**src/design/fabric_pkg.sv**
```systemverilog
// fabric_pkg
// shared widths, response and target codes, address map and
// control register offsets for the tile memory-side fabric

package fabric_pkg;

  // bus widths
  typedef logic [31:0] addr_t;
  typedef logic [63:0] data_t;
  typedef logic [7:0]  strb_t;
  typedef logic [63:0] flit_t;

  // axi response codes
  typedef enum logic [1:0] {
    OKAY   = 2'd0,
    SLVERR = 2'd2,
    DECERR = 2'd3
  } resp_e;

  // decoded destination of one access
  typedef enum logic [1:0] {
    TGT_NOC  = 2'd0,
    TGT_CTRL = 2'd1,
    TGT_NONE = 2'd2
  } target_e;

  ////////////////////////////////////////
  // address map
  ////////////////////////////////////////
  localparam addr_t DRAM_BASE   = 32'h8000_0000;
  localparam addr_t DRAM_LENGTH = 32'h4000_0000;
  localparam addr_t CTRL_BASE   = 32'hD000_0000;
  localparam addr_t CTRL_LENGTH = 32'h0000_1000;

  // register offsets inside the ctrl window
  localparam addr_t REG_EXIT      = 32'h00;
  localparam addr_t REG_DRAM_BASE = 32'h08;
  localparam addr_t REG_DRAM_END  = 32'h10;
  localparam addr_t REG_HW_CNT_EN = 32'h18;
  localparam addr_t REG_EVENT     = 32'h20;

  // noc header command field
  localparam logic [7:0] FLIT_CMD_WRITE = 8'd1;
  localparam logic [7:0] FLIT_CMD_READ  = 8'd2;

endpackage : fabric_pkg

```
**src/design/wake_reset_gen.sv**
```systemverilog
// wake_reset_gen
// holds the system in reset after power-on until the wake-up counter
// saturates, then releases it through a two-flop synchronizer

`timescale 1ns/100ps

module wake_reset_gen #(
  parameter int WAKE_CNT_WIDTH = 16
) (
  input  logic clk_i,
  input  logic reset_l,
  output logic sys_rst_l_o
);

  logic [WAKE_CNT_WIDTH-1:0] wake_cnt_q;
  logic                      pre_rst_l;
  logic [1:0]                sync_q;

  // count up and stop once the top bit sets
  always_ff @(posedge clk_i or negedge reset_l) begin
    if (!reset_l) begin
      wake_cnt_q <= '0;
    end else if (!wake_cnt_q[WAKE_CNT_WIDTH-1]) begin
      wake_cnt_q <= wake_cnt_q + 1'b1;
    end
  end

  // gated reset before synchronization
  assign pre_rst_l = wake_cnt_q[WAKE_CNT_WIDTH-1] & reset_l;

  always_ff @(posedge clk_i or negedge reset_l) begin
    if (!reset_l) begin
      sync_q <= 2'b00;
    end else begin
      sync_q <= {sync_q[0], pre_rst_l};
    end
  end

  assign sys_rst_l_o = sync_q[1];

  // released system reset never drops back while the pin reset stays high
  a_sys_rst_holds: assert property (
    @(posedge clk_i) disable iff (!reset_l) sys_rst_l_o |=> sys_rst_l_o
  );

endmodule : wake_reset_gen

```
**src/design/axil_addr_decode.sv**
```systemverilog
// axil_addr_decode
// accepts one axi4-lite request at a time, latches it and routes it
// by address to the noc bridge, the control registers or an error

`timescale 1ns/100ps

module axil_addr_decode
  import fabric_pkg::*;
(
  input  logic  clk_i,
  input  logic  reset_l,
  // write address and data
  input  addr_t s_awaddr_i,
  input  logic  s_awvalid_i,
  output logic  s_awready_o,
  input  data_t s_wdata_i,
  input  strb_t s_wstrb_i,
  input  logic  s_wvalid_i,
  output logic  s_wready_o,
  // read address
  input  addr_t s_araddr_i,
  input  logic  s_arvalid_i,
  output logic  s_arready_o,
  // request to the targets
  output logic  ctrl_req_o,
  output logic  noc_req_o,
  output logic  dec_err_o,
  output logic  req_write_o,
  output addr_t req_addr_o,
  output data_t req_wdata_o,
  output strb_t req_strb_o,
  input  logic  free_i
);

  typedef enum logic [1:0] {
    ST_IDLE,
    ST_WACK,
    ST_RACK,
    ST_BUSY
  } dec_state_e;

  dec_state_e state_q;
  logic       hs;
  addr_t      hs_addr;
  target_e    tgt;

  // ready is high for the single cycle of the handshake
  assign s_awready_o = (state_q == ST_WACK);
  assign s_wready_o  = (state_q == ST_WACK);
  assign s_arready_o = (state_q == ST_RACK);

  assign hs      = (state_q == ST_WACK) || (state_q == ST_RACK);
  assign hs_addr = (state_q == ST_WACK) ? s_awaddr_i : s_araddr_i;

  ////////////////////////////////////////
  // window compare
  ////////////////////////////////////////
  always_comb begin
    if ((hs_addr - DRAM_BASE) < DRAM_LENGTH) begin
      tgt = TGT_NOC;
    end else if ((hs_addr - CTRL_BASE) < CTRL_LENGTH) begin
      tgt = TGT_CTRL;
    end else begin
      tgt = TGT_NONE;
    end
  end

  always_ff @(posedge clk_i or negedge reset_l) begin
    if (!reset_l) begin
      state_q    <= ST_IDLE;
      ctrl_req_o <= 1'b0;
      noc_req_o  <= 1'b0;
      dec_err_o  <= 1'b0;
    end else begin
      ctrl_req_o <= hs && (tgt == TGT_CTRL);
      noc_req_o  <= hs && (tgt == TGT_NOC);
      dec_err_o  <= hs && (tgt == TGT_NONE);
      case (state_q)
        ST_IDLE: begin
          // writes win over reads
          if (s_awvalid_i && s_wvalid_i) begin
            state_q <= ST_WACK;
          end else if (s_arvalid_i) begin
            state_q <= ST_RACK;
          end
        end
        ST_WACK, ST_RACK: state_q <= ST_BUSY;
        default: begin
          if (free_i) begin
            state_q <= ST_IDLE;
          end
        end
      endcase
    end
  end

  // request payload, held until the response is taken
  always_ff @(posedge clk_i) begin
    if (hs) begin
      req_write_o <= (state_q == ST_WACK);
      req_addr_o  <= (tgt == TGT_CTRL) ? (hs_addr - CTRL_BASE) : hs_addr;
      req_wdata_o <= (state_q == ST_WACK) ? s_wdata_i : '0;
      req_strb_o  <= (state_q == ST_WACK) ? s_wstrb_i : '0;
    end
  end

  a_one_ready: assert property (
    @(posedge clk_i) disable iff (!reset_l) !(s_awready_o && s_arready_o)
  );

endmodule : axil_addr_decode

```
**src/design/ctrl_regs.sv**
```systemverilog
// ctrl_regs
// control and status registers: exit value, hardware counter enable,
// event trigger and readback of the dram window bounds

`timescale 1ns/100ps

module ctrl_regs
  import fabric_pkg::*;
(
  input  logic  clk_i,
  input  logic  reset_l,
  input  logic  ctrl_req_i,
  input  logic  req_write_i,
  input  addr_t req_addr_i,
  input  data_t req_wdata_i,
  input  strb_t req_strb_i,
  output logic  ctrl_done_o,
  output data_t ctrl_rdata_o,
  output resp_e ctrl_resp_o,
  output data_t exit_o,
  output logic  hw_cnt_en_o,
  output logic  event_trigger_o
);

  localparam data_t DRAM_BASE_WORD = data_t'(DRAM_BASE);
  localparam data_t DRAM_END_WORD  = data_t'(DRAM_BASE) + data_t'(DRAM_LENGTH);

  data_t sel_rdata;
  resp_e sel_resp;
  logic  wr_ok;

  ////////////////////////////////////////
  // offset decode
  ////////////////////////////////////////
  always_comb begin
    sel_rdata = '0;
    sel_resp  = OKAY;
    case (req_addr_i)
      REG_EXIT:      sel_rdata = exit_o;
      REG_HW_CNT_EN: sel_rdata = data_t'(hw_cnt_en_o);
      // write-only, reads as zero
      REG_EVENT:     sel_rdata = '0;
      REG_DRAM_BASE: begin
        sel_rdata = DRAM_BASE_WORD;
        if (req_write_i) begin
          sel_resp = SLVERR;
        end
      end
      REG_DRAM_END: begin
        sel_rdata = DRAM_END_WORD;
        if (req_write_i) begin
          sel_resp = SLVERR;
        end
      end
      default: sel_resp = SLVERR;
    endcase
  end

  assign wr_ok = ctrl_req_i && req_write_i && (sel_resp == OKAY);

  always_ff @(posedge clk_i or negedge reset_l) begin
    if (!reset_l) begin
      exit_o          <= '0;
      hw_cnt_en_o     <= 1'b0;
      event_trigger_o <= 1'b0;
      ctrl_done_o     <= 1'b0;
    end else begin
      ctrl_done_o     <= ctrl_req_i;
      event_trigger_o <= wr_ok && (req_addr_i == REG_EVENT) && req_wdata_i[0];
      if (wr_ok && (req_addr_i == REG_EXIT)) begin
        // byte merge under the strobes
        for (int b = 0; b < 8; b++) begin
          if (req_strb_i[b]) begin
            exit_o[8*b +: 8] <= req_wdata_i[8*b +: 8];
          end
        end
      end
      if (wr_ok && (req_addr_i == REG_HW_CNT_EN)) begin
        hw_cnt_en_o <= req_wdata_i[0];
      end
    end
  end

  always_ff @(posedge clk_i) begin
    if (ctrl_req_i) begin
      ctrl_rdata_o <= req_write_i ? '0 : sel_rdata;
      ctrl_resp_o  <= sel_resp;
    end
  end

endmodule : ctrl_regs

```
**src/design/noc_bridge.sv**
```systemverilog
// noc_bridge
// turns one request into a header flit, plus a data flit for writes,
// then waits for the single reply flit from the noc

`timescale 1ns/100ps

module noc_bridge
  import fabric_pkg::*;
(
  input  logic  clk_i,
  input  logic  reset_l,
  input  logic  noc_req_i,
  input  logic  req_write_i,
  input  addr_t req_addr_i,
  input  data_t req_wdata_i,
  input  strb_t req_strb_i,
  output logic  noc_done_o,
  output data_t noc_rdata_o,
  // outgoing flits
  output logic  noc_valid_o,
  output flit_t noc_data_o,
  input  logic  noc_ready_i,
  // incoming flits
  input  logic  noc_valid_i,
  input  flit_t noc_data_i,
  output logic  noc_ready_o
);

  typedef enum logic [1:0] {
    NB_IDLE,
    NB_HDR,
    NB_DATA,
    NB_WAIT
  } nb_state_e;

  nb_state_e  state_q;
  logic [7:0] cmd;
  flit_t      hdr_flit;

  // header: cmd, strobes, zero pad, address
  assign cmd      = req_write_i ? FLIT_CMD_WRITE : FLIT_CMD_READ;
  assign hdr_flit = {cmd, req_strb_i, 16'h0000, req_addr_i};

  // request fields are held by the decoder, so the flit stays stable
  assign noc_valid_o = (state_q == NB_HDR) || (state_q == NB_DATA);
  assign noc_data_o  = (state_q == NB_DATA) ? flit_t'(req_wdata_i) : hdr_flit;
  assign noc_ready_o = (state_q == NB_WAIT);

  always_ff @(posedge clk_i or negedge reset_l) begin
    if (!reset_l) begin
      state_q    <= NB_IDLE;
      noc_done_o <= 1'b0;
    end else begin
      noc_done_o <= 1'b0;
      case (state_q)
        NB_IDLE: begin
          if (noc_req_i) begin
            state_q <= NB_HDR;
          end
        end
        NB_HDR: begin
          if (noc_ready_i) begin
            state_q <= req_write_i ? NB_DATA : NB_WAIT;
          end
        end
        NB_DATA: begin
          if (noc_ready_i) begin
            state_q <= NB_WAIT;
          end
        end
        default: begin
          // reply flit, acknowledge or read data
          if (noc_valid_i) begin
            state_q    <= NB_IDLE;
            noc_done_o <= 1'b1;
          end
        end
      endcase
    end
  end

  // write acks carry nothing useful
  always_ff @(posedge clk_i) begin
    if ((state_q == NB_WAIT) && noc_valid_i && !req_write_i) begin
      noc_rdata_o <= data_t'(noc_data_i);
    end
  end

  a_flit_stable: assert property (
    @(posedge clk_i) disable iff (!reset_l)
      (noc_valid_o && !noc_ready_i) |=> $stable(noc_data_o)
  );

endmodule : noc_bridge

```
**src/design/axil_resp_stage.sv**
```systemverilog
// axil_resp_stage
// registers the finished response and holds it on B or R until the
// master takes it, then frees the decoder for the next request

`timescale 1ns/100ps

module axil_resp_stage
  import fabric_pkg::*;
(
  input  logic  clk_i,
  input  logic  reset_l,
  input  logic  req_write_i,
  input  logic  ctrl_done_i,
  input  data_t ctrl_rdata_i,
  input  resp_e ctrl_resp_i,
  input  logic  noc_done_i,
  input  data_t noc_rdata_i,
  input  logic  dec_err_i,
  // write response
  output resp_e s_bresp_o,
  output logic  s_bvalid_o,
  input  logic  s_bready_i,
  // read data
  output data_t s_rdata_o,
  output resp_e s_rresp_o,
  output logic  s_rvalid_o,
  input  logic  s_rready_i,
  output logic  free_o
);

  logic  fin;
  resp_e resp_q;

  assign fin = ctrl_done_i | noc_done_i | dec_err_i;

  always_ff @(posedge clk_i or negedge reset_l) begin
    if (!reset_l) begin
      s_bvalid_o <= 1'b0;
      s_rvalid_o <= 1'b0;
    end else begin
      if (s_bvalid_o && s_bready_i) begin
        s_bvalid_o <= 1'b0;
      end
      if (s_rvalid_o && s_rready_i) begin
        s_rvalid_o <= 1'b0;
      end
      if (fin) begin
        s_bvalid_o <= req_write_i;
        s_rvalid_o <= !req_write_i;
      end
    end
  end

  // response payload, decode errors return zero data
  always_ff @(posedge clk_i) begin
    if (fin) begin
      if (noc_done_i) begin
        s_rdata_o <= noc_rdata_i;
        resp_q    <= OKAY;
      end else if (ctrl_done_i) begin
        s_rdata_o <= ctrl_rdata_i;
        resp_q    <= ctrl_resp_i;
      end else begin
        s_rdata_o <= '0;
        resp_q    <= DECERR;
      end
    end
  end

  assign s_bresp_o = resp_q;
  assign s_rresp_o = resp_q;
  assign free_o    = (s_bvalid_o && s_bready_i) || (s_rvalid_o && s_rready_i);

  a_one_resp: assert property (
    @(posedge clk_i) disable iff (!reset_l) !(s_bvalid_o && s_rvalid_o)
  );

endmodule : axil_resp_stage

```
**src/design/tile_fabric_top.sv**
```systemverilog
// tile_fabric_top
// memory-side fabric of the tile: delayed power-on reset, axi4-lite
// decode, control registers, noc bridge and response return

`timescale 1ns/100ps

module tile_fabric_top
  import fabric_pkg::*;
#(
  parameter int WAKE_CNT_WIDTH = 16
) (
  input  logic  clk_i,
  input  logic  reset_l,
  output logic  sys_rst_l_o,
  // axi4-lite slave
  input  addr_t s_awaddr_i,
  input  logic  s_awvalid_i,
  output logic  s_awready_o,
  input  data_t s_wdata_i,
  input  strb_t s_wstrb_i,
  input  logic  s_wvalid_i,
  output logic  s_wready_o,
  output resp_e s_bresp_o,
  output logic  s_bvalid_o,
  input  logic  s_bready_i,
  input  addr_t s_araddr_i,
  input  logic  s_arvalid_i,
  output logic  s_arready_o,
  output data_t s_rdata_o,
  output resp_e s_rresp_o,
  output logic  s_rvalid_o,
  input  logic  s_rready_i,
  // noc
  output logic  noc_valid_o,
  output flit_t noc_data_o,
  input  logic  noc_ready_i,
  input  logic  noc_valid_i,
  input  flit_t noc_data_i,
  output logic  noc_ready_o,
  // side outputs
  output data_t exit_o,
  output logic  hw_cnt_en_o,
  output logic  event_trigger_o
);

  logic  ctrl_req;
  logic  noc_req;
  logic  dec_err;
  logic  req_write;
  addr_t req_addr;
  data_t req_wdata;
  strb_t req_strb;
  logic  ctrl_done;
  data_t ctrl_rdata;
  resp_e ctrl_resp;
  logic  noc_done;
  data_t noc_rdata;
  logic  free;

  wake_reset_gen #(
    .WAKE_CNT_WIDTH (WAKE_CNT_WIDTH)
  ) i_wake_reset_gen (
    .clk_i       (clk_i),
    .reset_l     (reset_l),
    .sys_rst_l_o (sys_rst_l_o)
  );

  ////////////////////////////////////////
  // decode
  ////////////////////////////////////////
  axil_addr_decode i_addr_decode (
    .clk_i       (clk_i),
    .reset_l     (sys_rst_l_o),
    .s_awaddr_i  (s_awaddr_i),
    .s_awvalid_i (s_awvalid_i),
    .s_awready_o (s_awready_o),
    .s_wdata_i   (s_wdata_i),
    .s_wstrb_i   (s_wstrb_i),
    .s_wvalid_i  (s_wvalid_i),
    .s_wready_o  (s_wready_o),
    .s_araddr_i  (s_araddr_i),
    .s_arvalid_i (s_arvalid_i),
    .s_arready_o (s_arready_o),
    .ctrl_req_o  (ctrl_req),
    .noc_req_o   (noc_req),
    .dec_err_o   (dec_err),
    .req_write_o (req_write),
    .req_addr_o  (req_addr),
    .req_wdata_o (req_wdata),
    .req_strb_o  (req_strb),
    .free_i      (free)
  );

  ////////////////////////////////////////
  // execute
  ////////////////////////////////////////
  ctrl_regs i_ctrl_regs (
    .clk_i           (clk_i),
    .reset_l         (sys_rst_l_o),
    .ctrl_req_i      (ctrl_req),
    .req_write_i     (req_write),
    .req_addr_i      (req_addr),
    .req_wdata_i     (req_wdata),
    .req_strb_i      (req_strb),
    .ctrl_done_o     (ctrl_done),
    .ctrl_rdata_o    (ctrl_rdata),
    .ctrl_resp_o     (ctrl_resp),
    .exit_o          (exit_o),
    .hw_cnt_en_o     (hw_cnt_en_o),
    .event_trigger_o (event_trigger_o)
  );

  noc_bridge i_noc_bridge (
    .clk_i       (clk_i),
    .reset_l     (sys_rst_l_o),
    .noc_req_i   (noc_req),
    .req_write_i (req_write),
    .req_addr_i  (req_addr),
    .req_wdata_i (req_wdata),
    .req_strb_i  (req_strb),
    .noc_done_o  (noc_done),
    .noc_rdata_o (noc_rdata),
    .noc_valid_o (noc_valid_o),
    .noc_data_o  (noc_data_o),
    .noc_ready_i (noc_ready_i),
    .noc_valid_i (noc_valid_i),
    .noc_data_i  (noc_data_i),
    .noc_ready_o (noc_ready_o)
  );

  ////////////////////////////////////////
  // result
  ////////////////////////////////////////
  axil_resp_stage i_resp_stage (
    .clk_i        (clk_i),
    .reset_l      (sys_rst_l_o),
    .req_write_i  (req_write),
    .ctrl_done_i  (ctrl_done),
    .ctrl_rdata_i (ctrl_rdata),
    .ctrl_resp_i  (ctrl_resp),
    .noc_done_i   (noc_done),
    .noc_rdata_i  (noc_rdata),
    .dec_err_i    (dec_err),
    .s_bresp_o    (s_bresp_o),
    .s_bvalid_o   (s_bvalid_o),
    .s_bready_i   (s_bready_i),
    .s_rdata_o    (s_rdata_o),
    .s_rresp_o    (s_rresp_o),
    .s_rvalid_o   (s_rvalid_o),
    .s_rready_i   (s_rready_i),
    .free_o       (free)
  );

endmodule : tile_fabric_top

```
**config.mk**
```make
export PLATFORM = sky130hd
export DESIGN_NAME = tile_fabric_top
export DESIGN_NICKNAME = d
export VERILOG_FILES = /design/src/design/fabric_pkg.sv /design/src/design/wake_reset_gen.sv /design/src/design/axil_addr_decode.sv /design/src/design/ctrl_regs.sv /design/src/design/noc_bridge.sv /design/src/design/axil_resp_stage.sv /design/src/design/tile_fabric_top.sv
export SDC_FILE = /design/constraint.sdc
export NUM_CORES = 1
export LEC_CHECK = 0
export BUFFER_PORTS_ARGS = -buffer_cell sky130_fd_sc_hd__buf_2
export CAP_MARGIN = 20
export CORE_UTILIZATION = 50
export CTS_CLUSTER_SIZE = 28
export DETAILED_ROUTE_END_ITERATION = 10
export GPL_ROUTABILITY_DRIVEN = 0
export PLACE_DENSITY = 0.76
export SYNTH_ARGS = -nofsm -noshare
export SYNTH_HDL_FRONTEND = slang
export SYNTH_HIERARCHICAL = 1
export SYNTH_SLANG_ARGS = --single-unit
```
**constraint.sdc**
```tcl
create_clock -name clk_i -period 3.1 [get_ports clk_i]
set_input_delay 0.31 -clock clk_i [delete_from_list [all_inputs] [get_ports clk_i]]
set_output_delay 0.31 -clock clk_i [all_outputs]
set_load 0.005 [all_outputs]
```
==> reports/metrics.csv <==
stage;metric;value;unit
clock_network;clock_latency;530;ps
yosys;syn_inst;979;
power_and_ir_drop;pwr-share-comb;27.8;%
detailed_routing;via_count;10473;
placed_design;hpwlAfterDp;28510;um
timing;fin_tns_setup;0;ps
final_layout;fillers;2208;
detailed_routing;drtAntennaViolNets;0;
yosys;yosys.area.top_type;edfxtp_1;
final_layout;final_nets;1693;
yosys;synth_top_area_share;55.84;%
power_and_ir_drop;p_sw;5.657;mW
clock_network;clk_path_buf_depth;3;
global_route;antenna_found_initial;4;
timing;fmax;353.5;MHz
global_route;use_met3;5.355;%
detailed_routing;routedWlPerCell;22.24;um
yosys;synth.distinct_cells;56;
global_route;met1_usage;32.46;%
worst_hold_path;whs_path_depth;2;
detailed_routing;drc_errors;0;
detailed_routing;drt_iter0_markers;632;
floorplanning;fp.dieH;181.6;um
yosys;synth_edf_count;300;
final_layout;layout_common_cells;414 x buf_2, 300 x edfxtp_1, 137 x mux2_2;
critical_path;r2r_cells;6;
critical_path;timing.rr.end;i_addr_decode/req_addr_o[30];
critical_path;ff2ff_setup_slack;450;ps
yosys;synthTopCellsByArea;edfxtp_1 56%, dfrtp_1 15%, mux2_2 9.6%, and2_1 3.7%, a22o_1 3.5%;
final_layout;final_common_cell;buf_2;
timing;setup_violations;0;
critical_path;end_kind;output port;
timing;min_period;2829;ps
critical_path;r2r-start;i_addr_decode/state_q[1];
critical_path;worst-path-max-fanout;19;
worst_hold_path;hold_class;in2reg;
timing;slew_viol_final;0;
timing;fin_skew;15.27;ps
clock_network;cts.sinks;395;
final_layout;area.sequential;11390;um2
yosys;ys.flop_type;edfxtp_1;
detailed_routing;drt_wl_total;42450;um
critical_path;critical_path.max_stage_delay;590;ps
critical_path;cp_cell_sequence;inv_1 -> ha_2 -> buf_4 -> mux2_2 -> buf_2;
detailed_routing;dr.pass1.iters;5;
power_and_ir_drop;power.internal;12.99;mW
floorplanning;dieArea;32990;um2
clock_network;cts_tree;built;
global_route;grt_use_total;25.63;%
global_route;use_met2;43.05;%
power_and_ir_drop;power_leakage;9.009;nW
floorplanning;start_util;51.00;%
run_status;outcome;completed;
critical_path;worstSetupPathType;reg2out;
power_and_ir_drop;p_per_area;898.6;nW/um2
timing;max_slew_margin;42.78;%
clock_network;cts_resized;0;
yosys;synth_warnings;6;
floorplanning;core_area;31640;um2
yosys;syn_area;16130;um2
clock_network;cts_buffers;41;
power_and_ir_drop;clkPwrFrac;26.9;%
floorplanning;core.rowCount;65;
yosys;synth-seq-area-share;70.57;%
power_and_ir_drop;swShare;30.34;%
final_layout;drive_gt1_share;45.38;%
yosys;async_flop_share;24.05;%
yosys;syn_nets;1202;
timing;period_share;91.26;%
yosys;synth-seq-cells;395;
final_layout;area_growth;28.59;%
critical_path;slowest_stage;ha_2;
global_route;grt_max_degree;68;
global_route;grt_pass1_vias;10834;
global_route;gr-total-overflow;0;
worst_hold_path;hold_path_end;i_noc_bridge/noc_done_o;
timing;tightest_slew;858.3;ps
floorplanning;die_x;181.6;um
clock_network;cts_root_buf;clkbuf_16;
final_layout;multi_input_area;4479;um2
yosys;avgSynthCellArea;16.48;um2
clock_network;htree_num_levels;2;
global_route;grt_pass1_wl;63480;um
clock_network;path_clk_slew;60;ps
placed_design;port_buffers;414;
worst_hold_path;worstHoldStart;noc_valid_i;
power_and_ir_drop;vdd_drop_max;0.001204;V
critical_path;required;2790;ps
critical_path;worstPathArrival;2520;ps
floorplanning;pin_count;415;
timing;hold_viol;0;
critical_path;worstSetupStartpointType;register;
power_and_ir_drop;seq_power_share;45.3;%
detailed_routing;via_per_inst;5.486;
timing;rsz0062_at_grt;false;
timing;hold-worst-slack;62.18;ps
flow_run;cap_violations;0;
global_route;top_usage_layer;met2;
[what timing repair did]
| action | 4_1_cts | 5_1_grt |
|---|---|---|
| hold buffers | 65 | 0 |
| hold endpoints to repair | 82 | 0 |
| setup buffers | 0 | 0 |
[registers in the layout, summed over array words and instances, names as in the netlist, 2 cells and up]
register / flops
i_addr_decode/req_addr_o: 32
i_addr_decode/req_strb_o: 8
i_addr_decode/req_wdata_o: 64
i_addr_decode/state_q: 2
i_ctrl_regs/ctrl_rdata_o: 64
i_ctrl_regs/exit_o: 64
i_noc_bridge/noc_rdata_o: 64
i_noc_bridge/state_q: 2
i_resp_stage/s_bresp_o: 2
i_resp_stage/s_rdata_o: 64
i_wake_reset_gen/sync_q: 2
i_wake_reset_gen/wake_cnt_q: 16
[cell type report]
type,count,share of cell area [%]
Antenna cell,4,0.04825
Clock buffer,56,5.566
Clock inverter,20,1.098
Inverter,10,0.1809
Multi-Input combinational cell,519,21.59
Sequential cell,395,54.92
Tap cell,402,2.424
Timing Repair Buffer,503,14.17
[worst max path at each step]
stage | start | end | slack (ps)
finish | i_noc_bridge/state_q[0] | noc_data_o[49] | 270
global route | i_noc_bridge/state_q[0] | noc_data_o[48] | 180
CTS | i_noc_bridge/state_q[0] | noc_data_o[49] | 250
detailed placement | i_addr_decode/state_q[1] | i_addr_decode/req_addr_o[30] | 470
global placement | i_addr_decode/state_q[1] | i_addr_decode/req_addr_o[30] | 560
floorplan | i_addr_decode/ctrl_req_o | i_ctrl_regs/exit_o[16] | 9
[per-layer routing]
| metal | wire length, um | up-vias | part of all wire, % |
|---|---|---|---|
| met5 | 0 | - | 0 |
| met4 | 1645 | 0 | 3.9 |
| met3 | 2756 | 100 | 6.5 |
| met2 | 20870 | 441 | 49 |
| met1 | 17180 | 5229 | 40 |
| li1 | - | 4703 | - |
[worst max-delay path, delay by kind of cell (launching register included)]
kind	cells	cell delay (ps)
adders and majority gates	1	590
buffers and inverters	3	600
DFF	1	430
muxes	1	370
[stage by stage]
| step | std cells | power, mW | worst slack (ps) | utilization, % | area, um2 |
|---|---|---|---|---|---|
| 3_5_place_dp | 1764 | 13.66 | 473.6 | 59.12 | 18700 |
| 2_1_floorplan | 979 | 11.09 | 8.742 | - | 16140 |
| 5_1_grt | 1909 | 19.45 | 178.6 | 65.58 | 20750 |
| 4_1_cts | 1905 | 18.73 | 245.6 | 65.55 | 20740 |
| 6_report | 1909 | 18.64 | 271.1 | 65.58 | 20750 |
| 3_3_place_gp | 1764 | 13.52 | 556.0 | 59.12 | 18700 |
[cells in the mapped netlist (2+ instances only)]
library cell,n
xor2_1,4
nor2b_1,5
nor2_1,11
nand4_1,6
nor3_1,2
nor3_4,9
buf_2,12
or4_4,2
mux2_2,137
and3_2,12
and3_1,50
and2_1,96
inv_1,10
clkbuf_1,32
and3b_1,2
xnor2_1,10
mux2_4,4
nand2b_1,2
and4_1,3
buf_4,6
ha_1,14
o21ai_0,3
a22o_1,64
dfrtp_1,95
nand2_1,16
nor4_1,11
mux2i_1,3
buf_6,5
nand3b_1,9
nor3b_1,3
a21boi_0,2
a21oi_1,13
nand3_1,4
edfxtp_1,300
[cells by family (layout without fill, tap and decap cells)]
| logic type | count (synthesis) | in the layout | share of synthesized area (%) |
|---|---|---|---|
| multiplexers | 144 | 144 | 10.12 |
| XOR/XNOR | 14 | 14 | 0.7599 |
| adder cells (fa/ha/maj) | 14 | 14 | 1.086 |
| AND/OR/NAND/NOR | 254 | 254 | 10.69 |
| AO/OA/AOI/OAI | 92 | 92 | 4.769 |
| buffers and inverters | 65 | 589 | 1.978 |
| other | 1 | 5 | 0.02324 |
| flip-flops | 395 | 395 | 70.57 |
[power by group through the flow]
stage               sequential (mW)  combinational, mW  clock, mW
finish                         8.45               5.18       5.01
global route                   8.57               5.57       5.30
CTS                            8.43               5.21       5.08
detailed placement             8.52               5.14          0
global placement               8.47               5.05          0
floorplan                      8.41               2.68          0
Power figures use the tool's default switching activity.
